## src/cpu_pkg.sv

```systemverilog
package cpu_pkg;

    localparam int xlen         = 32;
    localparam int queue_depth  = 4;   // Queue slots and initial credits
    localparam int imem_words   = 64;
    localparam int dmem_words   = 64;
    localparam int pc_width     = 8;   // Byte address
    localparam int credit_width = 3;   // Holds 0 to queue_depth

    localparam int imem_aw  = $clog2(imem_words);
    localparam int dmem_aw  = $clog2(dmem_words);
    localparam int load_aw  = (imem_aw > dmem_aw) ? imem_aw : dmem_aw;
    localparam int qptr_width = $clog2(queue_depth);

    // Major opcodes
    localparam logic [6:0] op_rtype = 7'b0110011;
    localparam logic [6:0] op_itype = 7'b0010011;
    localparam logic [6:0] op_load  = 7'b0000011;

    // funct3 per ALU operation
    localparam logic [2:0] f3_add_sub = 3'b000;
    localparam logic [2:0] f3_sll     = 3'b001;
    localparam logic [2:0] f3_slt     = 3'b010;
    localparam logic [2:0] f3_sltu    = 3'b011;
    localparam logic [2:0] f3_xor     = 3'b100;
    localparam logic [2:0] f3_srl_sra = 3'b101;
    localparam logic [2:0] f3_or      = 3'b110;
    localparam logic [2:0] f3_and     = 3'b111;

    // funct3 of LW
    localparam logic [2:0] f3_lw = 3'b010;

    // Instruction bit 30 picks SUB over ADD and SRA over SRL
    localparam int funct7_alt = 30;

    typedef struct packed {
        logic [pc_width-1:0] pc;
        logic [xlen-1:0]     inst;
    } fetch_pkt_t;

endpackage

```

## src/inst_chan_if.sv

```systemverilog
interface inst_chan_if import cpu_pkg::*; ();

    logic       push_valid;  // Fetch to queue
    fetch_pkt_t push_pkt;
    logic       pop_valid;   // Queue to execute
    fetch_pkt_t pop_pkt;
    logic       pop;         // Execute takes head entry
    logic       credit;      // One slot freed

    modport producer (
        output push_valid, push_pkt,
        input  credit
    );

    modport buffer (
        input  push_valid, push_pkt, pop,
        output pop_valid, pop_pkt, credit
    );

    modport consumer (
        input  pop_valid, pop_pkt,
        output pop
    );

endinterface

```

## src/execute_core.sv

```systemverilog
module execute_core import cpu_pkg::*; (
    input  logic                CLK,
    input  logic                RST,
    input  logic                retire_stall,
    input  logic                load_we,
    input  logic [dmem_aw-1:0]  load_addr,
    input  logic [xlen-1:0]     load_data,
    inst_chan_if.consumer       chan,
    output logic                retire_valid,
    output logic [pc_width-1:0] retire_pc,
    output logic [4:0]          retire_rd,
    output logic                retire_we,
    output logic [xlen-1:0]     retire_value
);

    logic [xlen-1:0] regs [32];
    logic [xlen-1:0] dmem [dmem_words];

    logic [xlen-1:0] inst;
    logic [6:0]      opcode;
    logic [2:0]      funct3;
    logic [6:0]      funct7;
    logic [4:0]      rs1;
    logic [4:0]      rs2;
    logic [4:0]      rd;
    logic [xlen-1:0] rs1_val;
    logic [xlen-1:0] rs2_val;
    logic [xlen-1:0] imm;
    logic [xlen-1:0] op_b;
    logic [xlen-1:0] alu_out;
    logic [xlen-1:0] ea;
    logic [xlen-1:0] result;
    logic            is_rtype;
    logic            is_itype;
    logic            is_load;
    logic            f7_ok;
    logic            alt;
    logic            legal;
    logic            wr_en;

    assign inst   = chan.pop_pkt.inst;
    assign opcode = inst[6:0];
    assign rd     = inst[11:7];
    assign funct3 = inst[14:12];
    assign rs1    = inst[19:15];
    assign rs2    = inst[24:20];
    assign funct7 = inst[31:25];

    assign rs1_val = (rs1 == 5'd0) ? '0 : regs[rs1];  // x0 reads zero
    assign rs2_val = (rs2 == 5'd0) ? '0 : regs[rs2];
    assign imm     = {{(xlen-12){inst[31]}}, inst[31:20]};

    assign is_rtype = (opcode == op_rtype);
    assign is_itype = (opcode == op_itype);
    assign is_load  = (opcode == op_load);

    // Only bit 30 may be set in funct7
    assign f7_ok = ((funct7 & 7'b1011111) == 7'b0000000);
    // ADDI has no subtract form, so I-type honours bit 30 only for shifts
    assign alt   = inst[funct7_alt] && (is_rtype || (funct3 == f3_srl_sra));
    assign op_b  = is_rtype ? rs2_val : imm;

    always_comb begin
        legal = 1'b0;
        if (is_rtype) begin
            legal = (funct7 == 7'b0000000)
                 || (f7_ok && ((funct3 == f3_add_sub) || (funct3 == f3_srl_sra)));
        end else if (is_itype) begin
            case (funct3)
                f3_sll:     legal = (funct7 == 7'b0000000);
                f3_srl_sra: legal = f7_ok;
                default:    legal = 1'b1;  // Immediate fills funct7 bits
            endcase
        end else if (is_load) begin
            legal = (funct3 == f3_lw);
        end
    end

    always_comb begin
        case (funct3)
            f3_add_sub: alu_out = alt ? (rs1_val - op_b) : (rs1_val + op_b);
            f3_sll:     alu_out = rs1_val << op_b[4:0];
            f3_slt:     alu_out = xlen'($signed(rs1_val) < $signed(op_b));
            f3_sltu:    alu_out = xlen'(rs1_val < op_b);
            f3_xor:     alu_out = rs1_val ^ op_b;
            f3_srl_sra: alu_out = alt ? $unsigned($signed(rs1_val) >>> op_b[4:0])
                                      : (rs1_val >> op_b[4:0]);
            f3_or:      alu_out = rs1_val | op_b;
            default:    alu_out = rs1_val & op_b;
        endcase
    end

    // Effective address is a word index into data memory
    assign ea     = rs1_val + imm;
    assign result = is_load ? dmem[ea[dmem_aw-1:0]] : alu_out;

    assign chan.pop = chan.pop_valid && !retire_stall;
    assign wr_en    = chan.pop && legal && (rd != 5'd0);

    always_ff @(posedge CLK) begin
        if (wr_en) begin
            regs[rd] <= result;
        end
        if (load_we) begin
            dmem[load_addr] <= load_data;
        end
    end

    always_ff @(posedge CLK) begin
        if (RST) begin
            retire_valid <= 1'b0;
        end else begin
            retire_valid <= chan.pop;  // One pulse per instruction
        end
    end

    always_ff @(posedge CLK) begin
        if (chan.pop) begin
            retire_pc    <= chan.pop_pkt.pc;
            retire_rd    <= rd;
            retire_we    <= wr_en;
            retire_value <= result;
        end
    end

    assert property (@(posedge CLK) disable iff (RST) !$isunknown(retire_valid));

endmodule

```

## src/flat_wrapper.sv

```systemverilog
// flat-port wrapper written by rule: the top's interface ports become plain ports
module execute_core_flat import cpu_pkg::*;
  (CLK, RST, retire_stall, load_we, load_addr, load_data, retire_valid, retire_pc, retire_rd, retire_we, retire_value, chan_pop_valid, chan_pop_pkt, chan_pop);
  inst_chan_if chan_i ();
  input  logic CLK;
  input  logic RST;
  input  logic retire_stall;
  input  logic load_we;
  input  logic [dmem_aw-1:0] load_addr;
  input  logic [xlen-1:0] load_data;
  output logic retire_valid;
  output logic [pc_width-1:0] retire_pc;
  output logic [4:0] retire_rd;
  output logic retire_we;
  output logic [xlen-1:0] retire_value;
  input wire logic [$bits(chan_i.pop_valid)-1:0] chan_pop_valid;
  input wire logic [$bits(chan_i.pop_pkt)-1:0] chan_pop_pkt;
  output wire logic [$bits(chan_i.pop)-1:0] chan_pop;
  assign chan_i.pop_valid = chan_pop_valid;
  assign chan_i.pop_pkt = chan_pop_pkt;
  assign chan_pop = chan_i.pop;
  execute_core u_core (.CLK(CLK), .RST(RST), .retire_stall(retire_stall), .load_we(load_we), .load_addr(load_addr), .load_data(load_data), .chan(chan_i), .retire_valid(retire_valid), .retire_pc(retire_pc), .retire_rd(retire_rd), .retire_we(retire_we), .retire_value(retire_value));
endmodule
```

## config.mk

```make
export PLATFORM = sky130hd
export DESIGN_NAME = execute_core_flat
export DESIGN_NICKNAME = d
export VERILOG_FILES = /design/src/cpu_pkg.sv /design/src/inst_chan_if.sv /design/src/execute_core.sv /design/src/flat_wrapper.sv
export SDC_FILE = /design/constraint.sdc
export NUM_CORES = 2
export LEC_CHECK = 0
export ABC_AREA = 0
export BUFFER_PORTS_ARGS = -buffer_cell sky130_fd_sc_hd__buf_2
export CORE_UTILIZATION = 50
export DETAILED_ROUTE_END_ITERATION = 6
export GPL_ROUTABILITY_DRIVEN = 0
export PLACE_DENSITY = 0.63
export SLEW_MARGIN = 30
export SYNTH_ARGS = -nofsm -noshare
export SYNTH_HDL_FRONTEND = slang
export SYNTH_SLANG_ARGS = --single-unit
```

## constraint.sdc

```tcl
create_clock -name CLK -period 21.5 [get_ports CLK]
set_input_delay 6.45 -clock CLK [delete_from_list [all_inputs] [get_ports CLK]]
set_output_delay 6.45 -clock CLK [all_outputs]
set_load 0.02 [all_outputs]
```

# Yosys cells after proc, flatten, opt, wreduce, memory -nomap -nowiden
# Memory sizes are Yosys's and may differ from the RTL's.
# Index checks and enable logic that the tools add are counted.
[totals] reg_bits=47 input_bits=83 mem_bits_rw=3072 n_memories=2 elab_cells=57
[op_classes] eq_ne=9 bitwise=3 order_cmp=2 add_sub_neg=3 n_shift=3 n_mux=15 reduce_logical=15
[mem_list] memory="u_core.dmem" depth=64 word_bits=32 rd=1 rd_clocked_by_memory_dff=0 wr=1 line_no="execute_core.sv:17" source="logic [xlen-1:0] dmem [dmem_words];"
[mem_list] memory="u_core.regs" depth=32 word_bits=32 rd=2 rd_clocked_by_memory_dff=0 wr=1 line_no="execute_core.sv:16" source="logic [xlen-1:0] regs [32];"
[op_table] op="32-bit case mux with 7 select lines" count=1
[op_table] op="32-bit two-way mux" count=6
[op_table] op="32-bit less-than comparator" count=2
[op_table] op="32-bit adder" count=1
[op_table] op="32-bit bitwise AND" count=1
[op_table] op="32-bit OR" count=1
[op_table] op="32-bit by 5-bit left shift with 32-bit output" count=1
[op_table] op="32-bit by 5-bit right shift with 32-bit output" count=1
[op_table] op="32-bit by 5-bit >>> shifter with 32-bit output" count=1
[op_table] op="32-bit subtractor" count=1
[op_table] op="32-bit bitwise XOR" count=1
[op_table] op="7-bit logical NOT" count=2
[op_table] op="5-bit logical NOT" count=2
[op_table] op="3-bit == test, second input constant" count=3
[op_table] op="7-bit by 2-bit == test with 1-bit output, second input constant" count=1
[op_table] op="7-bit by 5-bit == test with 1-bit output, second input constant" count=1
[op_table] op="7-bit by 6-bit == test with 1-bit output, second input constant" count=1
[op_table] op="1-bit two-way mux" count=7
[op_table] op="6-bit adder" count=1
[op_table] op="3-bit by 2-bit == test with 1-bit output, second input constant" count=2
[op_table] op="1-bit logical AND" count=5
[op_table] op="5-bit nonzero test" count=1
[op_table] op="3-bit by 1-bit == test with 1-bit output, second input constant" count=1
[op_table] op="3-bit logical NOT" count=1
[op_table] op="3 further kinds" count=5

# Depth between registers and ports, before layout
[depth] word_depth=9 depth_mapped=27

# Least setup slack after synthesis
# No wires, ideal clock.
[synth_timing] path_kind="input to output" from="input retire_stall" to="output chan_pop" required_time_ns=15.050 t_arrival_ns=7.628 stages=2 setup_slack_ns=7.422 cell_sequence="nand2b_1 > inv_1"
[synth_via] elab_chain_cells=2
[synth_lines] element="start: declaration" line_no="flat_wrapper.sv:7" source="input logic retire_stall;"
[synth_lines] element="1-bit logical NOT" line_no="execute_core.sv:97" source="assign chan.pop = chan.pop_valid && !retire_stall;"
[synth_lines] element="1-bit logical AND" line_no="execute_core.sv:97"
[synth_lines] element="end: declaration" line_no="flat_wrapper.sv:18" source="output wire logic [$bits(chan_i.pop)-1:0] chan_pop;"
# No other way between the ends.

# Worst setup path after layout
[layout_timing] from="input chan_pop_pkt[17]" to="memory u_core.regs[8][29], data pin"
[layout_via] elab_chain_cells=6 elab_cells_between_ends=17
[layout_lines] element="start: declaration" line_no="flat_wrapper.sv:17" source="input wire logic [$bits(chan_i.pop_pkt)-1:0] chan_pop_pkt;"
[layout_lines] element="memory 32 x 32 bit or 5-bit logical NOT (tied branches)"
[layout_lines] element="32-bit two-way mux *" line_no="execute_core.sv:49" source="assign rs1_val = (rs1 == 5'd0) ? '0 : regs[rs1];"
[layout_lines] element="32-bit adder (tied with other cells)" line_no="execute_core.sv:81" source="f3_add_sub: alu_out = alt ? (rs1_val - op_b) : (rs1_val + op_b);"
[layout_lines] element="32-bit two-way mux (on tied branches)" line_no="execute_core.sv:81, execute_core.sv:86"
[layout_lines] element="32-bit case mux with 7 select lines" line_no="execute_core.sv:80" source="case (funct3)"
[layout_lines] element="32-bit two-way mux *" line_no="execute_core.sv:95" source="assign result = is_load ? dmem[ea[dmem_aw-1:0]] : alu_out;"
[layout_lines] element="named net u_core.result[29]" line_no="execute_core.sv:32" source="logic [xlen-1:0] result;"
[layout_lines] element="end: declaration" line_no="execute_core.sv:16"
# The timed path passes the listed nets; every way through them passes the cells marked *.

==> out/metrics.csv <==
stage;metric;value;unit
layout;Layout Cells excl Fill;11100;
die;io pins;131;
sta;Max Freq;0.0714;GHz
layout;Area growth, synth to finish;12.5;%
clock_network;Resize count post-CTS;0;
hold_path;hold crit path type;reg -> reg;
placed_design;HPWL after detailed placement;231000;um
die;die width;523;um
synthesis;Synth cell types;82;
detailed_routing;wire per inst;37.2;um
detailed_routing;via count;76500;
detailed_routing;wire length on met2;201000;um
critical_path;Crit. End Element;flop;
sta;Post-Route Skew;0.0757;ns
clock_network;clk slew on worst S/H paths;0.06;ns
detailed_routing;Top Layer Used;met5;
sta;setup TNS;0;ns
global_routing;number of global-route vias before repair;76100;
clock_network;cts hold-fix bufs;0;
synthesis;ys flop type;edfxtp_1;
detailed_routing;DRC Markers;20;
die;Starting Density;50.4;%
placed_design;placed cell count;10500;
power;PD cells;96.5;mW/mm^2
synthesis;Syn Inst Count;6981;
flow_run;maxcap violations;0;
layout;fill count;19900;
sta;Least-Margin Pin Slew;1.10;ns
synthesis;asr flop ratio synth;0;%
synthesis;top cells by instance count after synthesis;3118 x edfxtp_1, 1089 x mux4_2, 283 x nor2_1;
synthesis;largest area contributor in the netlist;edfxtp_1;
critical_path;CP arrival;14.58;ns
synthesis;flops & latches, synth;3119;
clock_network;CTS sink count;3119;
clock_network;CTS root buffer;clkbuf_16;
sta;Hold Vio Cnt, Final;0;
detailed_routing;wl on met1;153000;um
synthesis;most frequent cell after synthesis;edfxtp_1;
synthesis;post-synthesis sequential area ratio;69.1;%
sta;worst rel slew slack;26.5;%
die;Core Region;0.269;sq mm
global_routing;grt ovf;0;
die;Die Y;523;um
critical_path;crit-path max cell delay;1.38;ns
global_routing;total track usage;30.2;%
layout;Final nets;7453;
synthesis;Synth top area share;69.1;%
detailed_routing;initial drt markers;10800;
critical_path;slowest stage cell on the critical path;fa_4;
synthesis;Post-synth EDFFs;3118;
synthesis;syn avg cell area;19.4;sq um
placed_design;PortBufs;130;
sta;Final min period;14.01;ns
synthesis;mapped cell area;0.136;sq mm
critical_path;crit-path most repeated cell;buf_4;
global_routing;first-pass GRT wire length;577000;um
power;worst vdd ir;0.0948;mV
detailed_routing;first drt pass iteration count;7;
critical_path;worst-path fanout max;58;
die;# rows;190;
synthesis;synth top area cells;edfxtp_1 69%, mux4_2 18%, mux2i_1 1.9%;
sta;Setup Viol. Count Final;0;
critical_path;WP data required;22.06;ns
die;die area;0.273;sq mm
sta;Final Slew Violations;0;
clock_network;clk buf depth;4;
clock_network;Num CTS Buffers;325;
clock_network;H-Tree Depth;5;
detailed_routing;drt total wl;412000;um
global_routing;initial antenna violation count;23;
power;Lkg Pwr;0.0486;uW
global_routing;largest net degree at the start of global routing;109;
sta;RSZ-0062 raised after global routing;false;
sta;Period Utilization, post-route;65.2;%
critical_path;ordered cell list for the critical path;buf_6 > nor2b_4 > buf_4 > a211o_1 > nand3_1 > fa_4 > buf_4 > buf_4 > mux4_2 > mux4_2 > mux2i_1 > o211ai_1 > o31ai_1 > a311o_1 > o22ai_4;
critical_path;Worst setup SP type;primary input;
detailed_routing;DR WL met3;38600;um
status;status;complete, but fails checks;
synthesis;Yosys Warn Count;0;
clock_network;Clk Latency, worst-skew pair;0.96;ns
critical_path;Setup CP Type;in -> reg;
detailed_routing;Routed Antenna Nets;0;
detailed_routing;vias per inst;6.90;
clock_network;CTS tree;built;
status;failing checks;design-rule violations;
layout;layout cell share with drive strength beyond 1;29.0;%
power;Power Total;14700;uW
clock_network;setup bufs post-CTS;0;
-- state kept, by name (all words and copies together) (netlist names) --
signal               count
u_core.dmem           2048
u_core.regs           1024
u_core.retire_pc         8
u_core.retire_rd         5
u_core.retire_valid      1
u_core.retire_value     32
u_core.retire_we         1
-- worst max-delay path: cells and delay by family --
kind / cells / cell delay (ns)
adder cells (fa/ha/maj): 1 / 1.38
AND/OR/NAND/NOR: 2 / 0.97
multiplexers: 3 / 0.91
buffers and inverters: 4 / 2.52
AO/OA/AOI/OAI: 5 / 2.13
-- area by class of cell --
cell class	count	area, sq um	share of cell area, %
inverters	119	447	0.293
clock inverters	205	1970	1.29
flip-flops and latches	3119	93600	61.4
repair buffers	382	2840	1.86
multi-input cells	3315	40700	26.7
well taps	3552	4440	2.91
clock buffers	387	8430	5.53
diodes	8	20.0	0.0131
-- cells by family (layout without fill, tap and decap cells) --
group,count (synthesis),after routing,synth area share [%]
AND/OR/NAND/NOR,853,853,2.92
AO/OA/AOI/OAI,880,880,4.43
buffers and inverters,578,1093,1.80
XOR/XNOR,20,20,0.129
other,1,40,0.00277
adder cells (fa/ha/maj),108,108,1.01
flip-flops,3119,3119,69.1
multiplexers,1422,1422,20.6
-- through the flow --
| stage | worst slack [ns] | hold WS, ns | utilization (%) | area [sq um] |
|---|---|---|---|---|
| 2_1_floorplan | 7.42 | 1.52 | - | 136000 |
| 4_1_cts | 7.42 | 1.67 | 56.7 | 152000 |
| 3_3_place_gp | 6.48 | 1.81 | 52.7 | 142000 |
| 6_report | 7.49 | 1.61 | 56.7 | 152000 |
| 3_5_place_dp | 6.50 | 1.59 | 52.8 | 142000 |
| 5_1_grt | 7.20 | 1.68 | 56.7 | 152000 |
-- cells in the final DEF (no fill, tap or decap), types with 13 or more instances in the layout --
master,n
buf_6,13
buf_4,246
ha_1,104
clkinvlp_4,14
a21oi_1,185
clkinv_1,82
o31ai_1,31
a22o_1,23
mux4_2,1089
o221ai_1,31
mux2i_1,264
buf_2,106
or2_2,15
inv_1,110
a22oi_1,82
a211oi_1,34
o22ai_1,26
edfxtp_1,3118
nand4_1,57
clkbuf_16,328
nor2_1,185
a221oi_1,40
o21ai_0,159
conb_1,32
a31oi_1,16
nor2b_1,23
nand2b_1,15
o211ai_1,38
o21bai_1,15
nand3b_1,13
clkinv_2,56
bufinv_16,28
nor2_4,95
o22a_1,52
mux2_2,69
nand3_1,67
clkbuf_1,59
nand2_1,202
nor3_1,103
-- final timing paths --
path              slack, ns                from  cells past startpoint                     end
setup / recovery       7.49    chan_pop_pkt[17]                     15      u_core.regs[8][29]
hold / removal         1.61   u_core.dmem[0][7]                      5  u_core.retire_value[7]
setup reg to reg      14.07  u_core.regs[25][0]                     17      u_core.regs[8][29]
hold reg to reg        1.61   u_core.dmem[0][7]                      5  u_core.retire_value[7]
-- power by group --
part	leakage, uW	switching [uW]	internal [uW]
sequential	0.0282	14.0	6810
clock	0.00505	2390	3150
combinational	0.0153	1420	917
-- metal layers --
metal	global-route usage [%]	vias up
li1	-	30000
met1	40.2	40600
met2	49.5	4709
met3	5.17	1109
met4	12.3	10
met5	0	-
(Power assumes the default switching activity.)
