## src/cpu_pkg.sv

```systemverilog
package cpu_pkg;

    localparam int xlen         = 32;
    localparam int queue_depth  = 4;   // Queue slots and initial credits
    localparam int imem_words   = 64;
    localparam int dmem_words   = 64;
    localparam int pc_width     = 8;   // Byte address
    localparam int credit_width = 3;   // Holds 0 to queue_depth

    localparam int imem_aw  = $clog2(imem_words);
    localparam int dmem_aw  = $clog2(dmem_words);
    localparam int load_aw  = (imem_aw > dmem_aw) ? imem_aw : dmem_aw;
    localparam int qptr_width = $clog2(queue_depth);

    // Major opcodes
    localparam logic [6:0] op_rtype = 7'b0110011;
    localparam logic [6:0] op_itype = 7'b0010011;
    localparam logic [6:0] op_load  = 7'b0000011;

    // funct3 per ALU operation
    localparam logic [2:0] f3_add_sub = 3'b000;
    localparam logic [2:0] f3_sll     = 3'b001;
    localparam logic [2:0] f3_slt     = 3'b010;
    localparam logic [2:0] f3_sltu    = 3'b011;
    localparam logic [2:0] f3_xor     = 3'b100;
    localparam logic [2:0] f3_srl_sra = 3'b101;
    localparam logic [2:0] f3_or      = 3'b110;
    localparam logic [2:0] f3_and     = 3'b111;

    // funct3 of LW
    localparam logic [2:0] f3_lw = 3'b010;

    // Instruction bit 30 picks SUB over ADD and SRA over SRL
    localparam int funct7_alt = 30;

    typedef struct packed {
        logic [pc_width-1:0] pc;
        logic [xlen-1:0]     inst;
    } fetch_pkt_t;

endpackage

```

## src/inst_chan_if.sv

```systemverilog
interface inst_chan_if import cpu_pkg::*; ();

    logic       push_valid;  // Fetch to queue
    fetch_pkt_t push_pkt;
    logic       pop_valid;   // Queue to execute
    fetch_pkt_t pop_pkt;
    logic       pop;         // Execute takes head entry
    logic       credit;      // One slot freed

    modport producer (
        output push_valid, push_pkt,
        input  credit
    );

    modport buffer (
        input  push_valid, push_pkt, pop,
        output pop_valid, pop_pkt, credit
    );

    modport consumer (
        input  pop_valid, pop_pkt,
        output pop
    );

endinterface

```

## src/inst_queue.sv

```systemverilog
module inst_queue import cpu_pkg::*; (
    input  logic        CLK,
    input  logic        RST,
    inst_chan_if.buffer chan
);

    fetch_pkt_t              mem [queue_depth];
    logic [qptr_width-1:0]   wr_ptr;
    logic [qptr_width-1:0]   rd_ptr;
    logic [credit_width-1:0] count;
    logic                    do_pop;

    assign chan.pop_valid = (count != '0);
    assign chan.pop_pkt   = mem[rd_ptr];
    assign do_pop         = chan.pop && chan.pop_valid;
    assign chan.credit    = do_pop;  // Slot freed this cycle

    always_ff @(posedge CLK) begin
        if (chan.push_valid) begin
            mem[wr_ptr] <= chan.push_pkt;
        end
    end

    always_ff @(posedge CLK) begin
        if (RST) begin
            wr_ptr <= '0;
            rd_ptr <= '0;
            count  <= '0;
        end else begin
            if (chan.push_valid) begin
                wr_ptr <= wr_ptr + 1'b1;  // Wraps at depth
            end
            if (do_pop) begin
                rd_ptr <= rd_ptr + 1'b1;
            end
            case ({chan.push_valid, do_pop})
                2'b10:   count <= count + 1'b1;
                2'b01:   count <= count - 1'b1;
                default: count <= count;
            endcase
        end
    end

    // Credit flow must keep fetch from overrunning the queue
    assert property (@(posedge CLK) disable iff (RST)
        chan.push_valid |-> (count < credit_width'(queue_depth)));

    // Occupancy never exceeds the slot count
    assert property (@(posedge CLK) disable iff (RST)
        count <= credit_width'(queue_depth));

endmodule

```

## src/flat_wrapper.sv

```systemverilog
// flat-port wrapper written by rule: the top's interface ports become plain ports
module inst_queue_flat import cpu_pkg::*;
  (CLK, RST, chan_push_valid, chan_push_pkt, chan_pop, chan_pop_valid, chan_pop_pkt, chan_credit);
  inst_chan_if chan_i ();
  input  logic CLK;
  input  logic RST;
  input wire logic [$bits(chan_i.push_valid)-1:0] chan_push_valid;
  input wire logic [$bits(chan_i.push_pkt)-1:0] chan_push_pkt;
  input wire logic [$bits(chan_i.pop)-1:0] chan_pop;
  output wire logic [$bits(chan_i.pop_valid)-1:0] chan_pop_valid;
  output wire logic [$bits(chan_i.pop_pkt)-1:0] chan_pop_pkt;
  output wire logic [$bits(chan_i.credit)-1:0] chan_credit;
  assign chan_i.push_valid = chan_push_valid;
  assign chan_i.push_pkt = chan_push_pkt;
  assign chan_i.pop = chan_pop;
  assign chan_pop_valid = chan_i.pop_valid;
  assign chan_pop_pkt = chan_i.pop_pkt;
  assign chan_credit = chan_i.credit;
  inst_queue u_core (.CLK(CLK), .RST(RST), .chan(chan_i));
endmodule
```

## config.mk

```make
export PLATFORM = sky130hd
export DESIGN_NAME = inst_queue_flat
export DESIGN_NICKNAME = d
export VERILOG_FILES = /design/src/cpu_pkg.sv /design/src/inst_chan_if.sv /design/src/inst_queue.sv /design/src/flat_wrapper.sv
export SDC_FILE = /design/constraint.sdc
export NUM_CORES = 1
export LEC_CHECK = 0
export BUFFER_PORTS_ARGS = -buffer_cell sky130_fd_sc_hd__buf_2
export CAP_MARGIN = 40
export CORE_MARGIN = 2
export CORE_UTILIZATION = 53
export CTS_BUF_LIST = sky130_fd_sc_hd__clkbuf_4 sky130_fd_sc_hd__clkbuf_8
export DETAILED_ROUTE_END_ITERATION = 8
export GPL_TIMING_DRIVEN = 0
export PLACE_DENSITY = 0.75
export SYNTH_ARGS = -nofsm -noshare
export SYNTH_HDL_FRONTEND = slang
export SYNTH_SLANG_ARGS = --single-unit
```

## constraint.sdc

```tcl
create_clock -name CLK -period 1.9 [get_ports CLK]
set_input_delay 0.57 -clock CLK [delete_from_list [all_inputs] [get_ports CLK]]
set_output_delay 0.57 -clock CLK [all_outputs]
set_load 0.02 [all_outputs]
```

# After elaboration in Yosys (flattened, before gate mapping)
# Memories as Yosys holds them, arrays and structs flattened. A register that Yosys moved wholly into a read port is not among the register bits.
# Index checks and enable logic that the tools add are counted.
[totals]
latchBits = 0
mem_count = 1
mem_bits_ro = 0
output_inout_bits = 42
ramBits = 160
ff_bits = 7
elab_cells = 18
inputBits = 44
[op_classes]
shifts = 0
eq_ne = 2
n_mul = 0
n_bitwise = 0
reduce_logical = 3
addsub = 4
div_mod_pow = 0
n_mux = 5
n_lt_le_gt_ge = 0
[mem_list]
columns = ["memory", "depth", "width", "read_ports", "rd_ports_with_merged_regs", "write_ports", "line_no", "source"]
rows = [
  ["u_core.mem", 4, 40, 1, 1, 1, "inst_queue.sv:7", "fetch_pkt_t mem [queue_depth];"],
]
[ops]
columns = ["operator", "n"]
rows = [
  ["$pmux W3 S2", 1],
  ["$add A2 B1 Y2 const B", 2],
  ["$mux W2", 2],
  ["$add A3 B1 Y3 const B", 1],
  ["$reduce_bool A3 Y1", 1],
  ["$sub A3 B1 Y3 const B", 1],
  ["$eq A2 B1 Y1 const B", 1],
  ["$eq A2 B2 Y1 const B", 1],
  ["$mux W1", 2],
  ["$reduce_bool A2 Y1", 1],
  ["$logic_and A1 B1 Y1", 1],
]

# Logic depth before layout (Yosys ltp)
# Gate-level depths: netlist (run 1).
[depth]
word_depth = 4
mapped_depth = 7

# Worst setup path before layout (run 1)
# No wires, ideal clock.
[synth_timing]
kind = "in2reg"
from = "input port chan_pop"
to = "register u_core.count[2]"
stages = 7
n_path_buf = 0
setup_slack_ns = -0.236
arrival_time_ns = 2.066
required_time_ns = 1.830
setup_time_ns = 0.070
path_cell_list = "o31a_1 > ha_1 > inv_1 > fa_1 > xor2_1 > or3_1 > a21oi_1"
[synth_via]
elab_chain_len = 3
word_cells_on_any_way = 5
cone_classes = "eq/ne (2); mux (1); reduce/logical (2)"
[synth_rtl]
columns = ["element", "line_no", "source"]
rows = [
  ["from (decl)", "flat_wrapper.sv:9", "input wire logic [$bits(chan_i.pop)-1:0] chan_pop;"],
  ["$logic_and A1 B1 Y1 *", "inst_queue.sv:15", "assign do_pop = chan.pop && chan.pop_valid;"],
  ["$eq A2 B1 Y1 / $eq A2 B2 Y1 (equally long branches)", "inst_queue.sv:36", "case ({chan.push_valid, do_pop})"],
  ["$pmux W3 S2 / $reduce_bool A2 Y1 (equally long branches)", "n/a", ""],
  ["to (signal assigned)", "inst_queue.sv:37", "2'b10: count <= count + 1'b1;"],
  ["to (signal assigned)", "inst_queue.sv:38", "2'b01: count <= count - 1'b1;"],
  ["to (signal assigned)", "inst_queue.sv:39", "default: count <= count;"],
  ["to (decl)", "inst_queue.sv:10", "logic [credit_width-1:0] count;"],
]
# Mark *: on every way between the ends. The rest lies on a longest branch, timed or not.
# A chain may end at the register's enable or synchronous reset.

==> flow_summary_export.csv, run 1 <==
group,metric,value,unit
synthesis,ys_seq_area_share,79.6,%
synthesis,ys_ff_latch,169,
final_layout,syn_to_final_growth,23.6,%
global_routing,first_global_vias,3034,
clock_network,cts_hold_repair.buffers,0,
final_layout,num-fill-cells,736,
worst_setup_path,cpPeakStageDelay,510,ps
route,routed-via-count,2864,
status,violations_in_the_final_reports,"setup timing",
global_routing,grt_max_degree,23,
floorplan,fp.coreArea,0.0115,mm^2
worst_hold_path,hold_class,"in -> reg",
global_routing,grt_remaining_overflow,0,
route,wl,10100,um
worst_setup_path,critPathTopFamily,"multiplexers",
final_layout,design.final.nets,418,
sta,report.final.slew_viol_count,0,
final_layout,utilization,67.5,%
sta,layout_worst_path_cycle_share,124,%
flow_run,maxCapViolCount,0,
sta,timing.slew.headroom,61.0,%
status,status,"finished with violations",
floorplan,io_pins,86,
synthesis,synth_nets,306,
floorplan,fp-row-count,39,
sta,timing.final.crit_period,2350,ps
worst_hold_path,whs_path_depth,1,
placed_design,detailedPlacementHpwl,6080,um
sta,worst-slew-pin-transition,584,ps
sta,maxClockFrequency,425,MHz
worst_setup_path,crit_cells,4,
synthesis,synth_cell_types,20,
sta,finalHoldViolCount,0,
final_layout,share_of_final_layout_standard_cells_stronger_than_drive_strength_1,48.8,%
synthesis,synthesis.area_per_instance,24.5,um^2
clock_network,clk_path_buf_depth,2,
floorplan,die_h,113,um
final_layout,final_cell_count_no_fill,524,
synthesis,synthesis.yosys.warnings,0,
floorplan,initial_utilization,54.6,%
clock_network,cts_tree,"built",
worst_setup_path,path_class,"reg -> out",
route,post_drt_via_cell_ratio,5.47,
placed_design,numPlacedInstances,487,
worst_hold_path,holdPathEnd,"u_core.mem[0][24]",
power,power-per-cell-area,1220,mW/mm^2
worst_hold_path,min_from,"chan_push_pkt[24]",
global_routing,grt.total_usage,16.8,%
power,power.ir.vdd_worst,0.862,mV
sta,unrepaired_setup_endpoints_after_global_routing,"yes",
final_layout,insertedDiodeCount,0,
route,antenna_left,0,
worst_setup_path,worst-r2r-cell-count,7,
route,detail_route.iter0.violations,137,
worst_setup_path,cp_data_required_time,1330,ps
worst_setup_path,timing.critical_path.from_type,"register",
power,power_leakage,0.00262,uW
global_routing,grt_pass1_wl,15500,um
sta,slack_of_the_critical_path,-454,ps
placed_design,gp_congestion,0.735,
route,drt-pass1-iter-count,4,
worst_setup_path,cp_cell_sequence,"buf_12, clkbuf_16, mux4_2, buf_6",
worst_setup_path,cell_with_the_biggest_individual_delay_on_the_critical_path,"mux4_2",
worst_setup_path,critPathCaptureType,"output port",
synthesis,post_synth_instance_area,0.00626,mm^2
placed_design,io_buffers,84,
route,remaining_drc_errors,0,
worst_setup_path,rr_startpoint,"u_core.count[0]",
worst_setup_path,crit-reg2reg-capture,"u_core.count[2]",
route,route.detailed.wl_per_inst,19.2,um
worst_setup_path,critical_path_buf_inv_count,3,
clock_network,clock_tree.root_cell,"clkbuf_8",
worst_setup_path,worstPathMaxFanout,8,
worst_setup_path,worst_ep_arrival_time,1780,ps
clock_network,clock_insertion_delay_worst_skew,440,ps
clock_network,clkSinkCount,169,
clock_network,cts.clk_slew.worst_paths,80,ps
synthesis,postSynthCellCount,256,
floorplan,die-area,0.0127,mm^2
clock_network,htreeDepth,4,
power,total_power,9470,uW
worst_setup_path,rrSetupSlack,40,ps
sta,setup_viol_count_final,40,
sta,finClkSkew,5.23,ps
global_routing,initial_antenna_violation_count,0,
clock_network,cts_inserted_buffers,17,
floorplan,die_x,113,um
[per-layer routing]
| metal | up-vias | GRT usage [%] | part of all wire (%) |
|---|---|---|---|
| met4 | 0 | 8.21 | 2.9 |
| met5 | - | 0 | 0 |
| li1 | 1290 | - | - |
| met2 | 81 | 27.6 | 52 |
| met3 | 26 | 5.24 | 4.9 |
| met1 | 1467 | 20.4 | 41 |
[per-stage QoR]
step                      hold WS [ps]  area, um^2  setup WS [ps]  setup TNS [ps]
final                              329        7730           -454          -17200
after global placement             499        6870           -203          -30430
after global routing               308        7730           -535          -20400
after detailed placement           520        6950           -220            -519
after floorplan                    481        6270           -190            -246
after CTS                          297        7430           -491          -18570
[repair_timing]
action | 4_1_cts | 5_1_grt
setup buffers | 1 | 0
endpoints found under the hold margin | 0 | 0
resized for setup | 20 | 75
cloned | 1 | 3
pin swaps | 1 | 2
setup endpoints to repair | 42 | 43
[cell families (layout without fill, tap and decap cells)]
family                     Yosys count  after routing  share of synthesized area (%)
DFF                                169            169                           79.6
muxes                               41             41                           14.6
buffers and inverters               16            141                           2.20
and+or+nand+nor                     14             14                           1.08
adders and majority gates            6              6                           1.32
AOI/OAI and AO/OA                    5              5                          0.520
xor gates and xnor gates             5              5                          0.700
[synth_stat cells, drive strengths merged]
| library cell | n | share of area, % |
|---|---|---|
| a21oi | 2 | 0.16 |
| edfxtp | 160 | 77 |
| o311ai | 1 | 0.14 |
| mux4 | 40 | 14 |
| dfxtp | 9 | 2.9 |
| o31a | 1 | 0.14 |
| o21ai | 1 | 0.080 |
| or3 | 2 | 0.20 |
| inv | 6 | 0.36 |
| clkbuf | 1 | 0.060 |
| buf | 9 | 1.8 |
| mux2i | 1 | 0.16 |
| fa | 1 | 0.32 |
| xnor2 | 2 | 0.28 |
| nor2 | 8 | 0.48 |
| and2 | 4 | 0.40 |
| ha | 5 | 1.0 |
| xor2 | 3 | 0.42 |
[worst max path at each step]
stage	from	slack, ps	end
after global placement	chan_push_valid	-200	u_core.mem[2][12]
after detailed placement	chan_pop	-220	u_core.count[2]
final	register	-450	chan_pop_pkt[24]
after global routing	register	-530	chan_pop_pkt[6]
after floorplan	chan_pop	-190	u_core.count[2]
after CTS	register	-490	chan_pop_pkt[5]
[placed cells by master (no fill, tap or decap), drive strengths merged]
cell type and instances:
a21oi 2, and2 4, buf 99, bufinv 2, clkbuf 21, clkinv 6, clkinvlp 6, dfxtp 9
edfxtp 160, fa 1, ha 5, inv 7, mux2i 1, mux4 40, nor2 8, o21ai 1
o311ai 1, o31a 1, or3 2, xnor2 2, xor2 3
[registers in the layout (all words and copies together) (netlist names), named ones only]
name           cells
u_core.mem       160
u_core.count       3
u_core.rd_ptr      2
u_core.wr_ptr      2
[layout make-up]
type | instances | area [um^2] | share of cell area (%)
Multi-Input combinational cell | 71 | 1160 | 14.9
Clock inverter | 15 | 154 | 1.99
Inverter | 6 | 22.5 | 0.291
Sequential cell | 169 | 4990 | 64.5
Clock buffer | 17 | 234 | 3.02
Buffer | 10 | 124 | 1.60
Tap cell | 143 | 179 | 2.31
Timing Repair Buffer | 93 | 873 | 11.3
[worst reg2reg max path: stages, from the launching register on]
cell     delay [ps]
dfxtp_4         370
o31a_1          210
ha_2            230
inv_2            40
fa_2            330
xor2_1          160
or3_1           330
a21oi_2         120
[power breakdown]
group / switching, uW / internal, uW / total, uW
logic: 1200 / 1480 / 2670
clock network: 1250 / 1160 / 2410
registers: 81.8 / 4310 / 4390
total: 2520 / 6940 / 9470
Note: power is estimated with default switching activity, not from simulation.
==> run 2: changes to the inputs <==
--- a/config.mk
+++ b/config.mk
@@ -8,11 +8,11 @@
 export BUFFER_PORTS_ARGS = -buffer_cell sky130_fd_sc_hd__buf_2
 export CAP_MARGIN = 40
 export CORE_MARGIN = 2
-export CORE_UTILIZATION = 53
+export CORE_UTILIZATION = 52
 export CTS_BUF_LIST = sky130_fd_sc_hd__clkbuf_4 sky130_fd_sc_hd__clkbuf_8
 export DETAILED_ROUTE_END_ITERATION = 8
 export GPL_TIMING_DRIVEN = 0
-export PLACE_DENSITY = 0.75
+export PLACE_DENSITY = 0.74
 export SYNTH_ARGS = -nofsm -noshare
 export SYNTH_HDL_FRONTEND = slang
 export SYNTH_SLANG_ARGS = --single-unit
==> run 2 against run 1 <==
Against the previous run:
- first-iteration DRC count fell by 5.1%
- critical endpoint is now chan_pop_pkt[36]
- critical path type unchanged
- count of clock-buffer cells in the layout rose by 7
- total power rose by 0.66%
- the flow still finishes with violations (setup timing)
- register-to-register slack barely moved
- critical path depth did not move
- via count rose by 0.45%
==> flow_summary_export.csv, run 2 (synthesis gave the netlist of run 1 again) <==
group,metric,value,unit
sta,maxClockFrequency,427,MHz
sta,worst-slew-pin-transition,568,ps
final_layout,final_cell_count_no_fill,530,
worst_setup_path,worstPathMaxFanout,8,
floorplan,initial_utilization,52.8,%
global_routing,first_global_vias,2961,
final_layout,max_flop_register,"u_core.mem",
flow_run,maxCapViolCount,0,
sta,slack_of_the_critical_path,-444,ps
power,power.ir.vdd_worst,0.825,mV
final_layout,num-fill-cells,791,
final_layout,largest_registers,"u_core.mem: 160 flops, u_core.count: 3 flops",
clock_network,clk_path_buf_depth,2,
clock_network,clock_insertion_delay_worst_skew,430,ps
power,power_leakage,0.00265,uW
sta,layout_worst_path_cycle_share,123,%
final_layout,share_of_final_layout_standard_cells_stronger_than_drive_strength_1,49.3,%
route,route.detailed.wl_per_inst,19.6,um
worst_setup_path,rrSetupSlack,50,ps
sta,setup_viol_count_final,40,
clock_network,cts_tree,"built",
final_layout,final_common_cell,"edfxtp_1",
clock_network,htreeDepth,4,
floorplan,io_pins,86,
clock_network,cts_inserted_buffers,17,
worst_setup_path,cp_data_required_time,1330,ps
status,status,"finished with violations",
global_routing,grt_max_degree,29,
sta,timing.slew.headroom,62.2,%
route,detail_route.iter0.violations,130,
sta,timing.final.crit_period,2340,ps
sta,fin_worst_hold_slack,355,ps
placed_design,gp_congestion,0.685,
worst_setup_path,critPathCaptureType,"output port",
final_layout,insertedDiodeCount,0,
global_routing,initial_antenna_violation_count,0,
worst_setup_path,crit-reg2reg-capture,"u_core.count[2]",
power,power-per-cell-area,1230,mW/mm^2
route,remaining_drc_errors,0,
worst_setup_path,path_class,"reg -> out",
worst_setup_path,rr_startpoint,"u_core.count[1]",
worst_hold_path,whs_path_depth,1,
worst_setup_path,cpPeakStageDelay,530,ps
worst_setup_path,cp_cell_sequence,"buf_12, clkbuf_16, mux4_2, buf_6",
route,drt-pass1-iter-count,4,
status,violations_in_the_final_reports,"setup timing",
route,wl,10400,um
placed_design,numPlacedInstances,491,
sta,finalHoldViolCount,0,
clock_network,clock_tree.root_cell,"clkbuf_8",
worst_setup_path,critical_path_buf_inv_count,3,
floorplan,die-area,0.0129,mm^2
worst_setup_path,critPathTopFamily,"multiplexers",
clock_network,cts_hold_repair.buffers,0,
worst_setup_path,timing.critical_path.from_type,"register",
worst_setup_path,cell_with_the_biggest_individual_delay_on_the_critical_path,"mux4_2",
worst_hold_path,hold_class,"in -> reg",
route,post_drt_via_cell_ratio,5.43,
final_layout,most-common-layout-cells,"edfxtp_1 (160), buf_2 (46), buf_6 (42)",
floorplan,die_h,114,um
global_routing,grt_pass1_wl,15100,um
clock_network,clkSinkCount,169,
final_layout,largest_register_ffs,160,
worst_setup_path,worst_ep_arrival_time,1770,ps
worst_setup_path,crit_cells,4,
placed_design,io_buffers,84,
clock_network,cts.clk_slew.worst_paths,80,ps
placed_design,detailedPlacementHpwl,5960,um
worst_hold_path,min_from,"chan_push_pkt[39]",
worst_hold_path,holdPathEnd,"u_core.mem[3][39]",
sta,finClkSkew,13.9,ps
floorplan,fp-row-count,40,
worst_setup_path,worst-r2r-cell-count,7,
final_layout,syn_to_final_growth,24.0,%
global_routing,grt.total_usage,16.3,%
floorplan,fp.coreArea,0.0119,mm^2
route,antenna_left,0,
floorplan,die_x,114,um
sta,report.final.slew_viol_count,0,
final_layout,design.final.nets,420,
route,routed-via-count,2877,
sta,unrepaired_setup_endpoints_after_global_routing,"yes",
global_routing,grt_remaining_overflow,0,
[run 2: area by class of cell]
cell class / count / area, um^2 / share of cell area, %
Multi-Input combinational cell: 71 / 1160 / 14.9
Timing Repair Buffer: 95 / 886 / 11.4
Sequential cell: 169 / 4990 / 64.3
Clock inverter: 8 / 97.6 / 1.26
Tap cell: 147 / 184 / 2.37
Inverter: 6 / 22.5 / 0.290
Clock buffer: 24 / 299 / 3.85
Buffer: 10 / 124 / 1.60
[run 2: what timing repair did]
action / in CTS / in global routing
pin swaps: 1 / 3
buffers inserted: 1 / 2
resized for setup: 5 / 88
endpoints found under the setup margin: 41 / 43
cloned: 0 / 4
[run 2: stage by stage]
stage | worst slack [ps] | utilization (%) | setup TNS [ps] | area (um^2) | power [uW]
floorplan | -190 | - | -246 | 6270 | 5930
global placement | -200 | 58.0 | -31490 | 6870 | 6460
detailed placement | -251 | 58.6 | -309 | 6950 | 6520
CTS | -464 | 62.2 | -17580 | 7370 | 8980
global route | -517 | 65.4 | -19430 | 7760 | 9930
finish | -444 | 65.4 | -16130 | 7760 | 9530
[run 2: how the worst max path moves through the flow]
stage	from	to	slack (ps)
after global routing	register	chan_pop_pkt[36]	-520
after detailed placement	chan_pop	u_core.count[2]	-250
final	register	chan_pop_pkt[36]	-440
after floorplan	chan_pop	u_core.count[2]	-190
after CTS	register	chan_pop_pkt[4]	-460
after global placement	chan_push_valid	u_core.mem[3][8]	-200
[run 2: metal layers]
metal	vias up	GRT usage (%)	share of wire, %
li1	1293	-	-
met1	1511	20.4	43
met2	65	27.4	53
met3	8	5.15	3.5
met4	0	5.20	0.89
met5	-	0	0
[run 2: report_power, final]
| group | internal [uW] | switching, uW | total (uW) |
|---|---|---|---|
| registers | 4310 | 84.0 | 4390 |
| clock network | 1300 | 1150 | 2450 |
| logic | 1480 | 1200 | 2690 |
| total | 7090 | 2440 | 9530 |
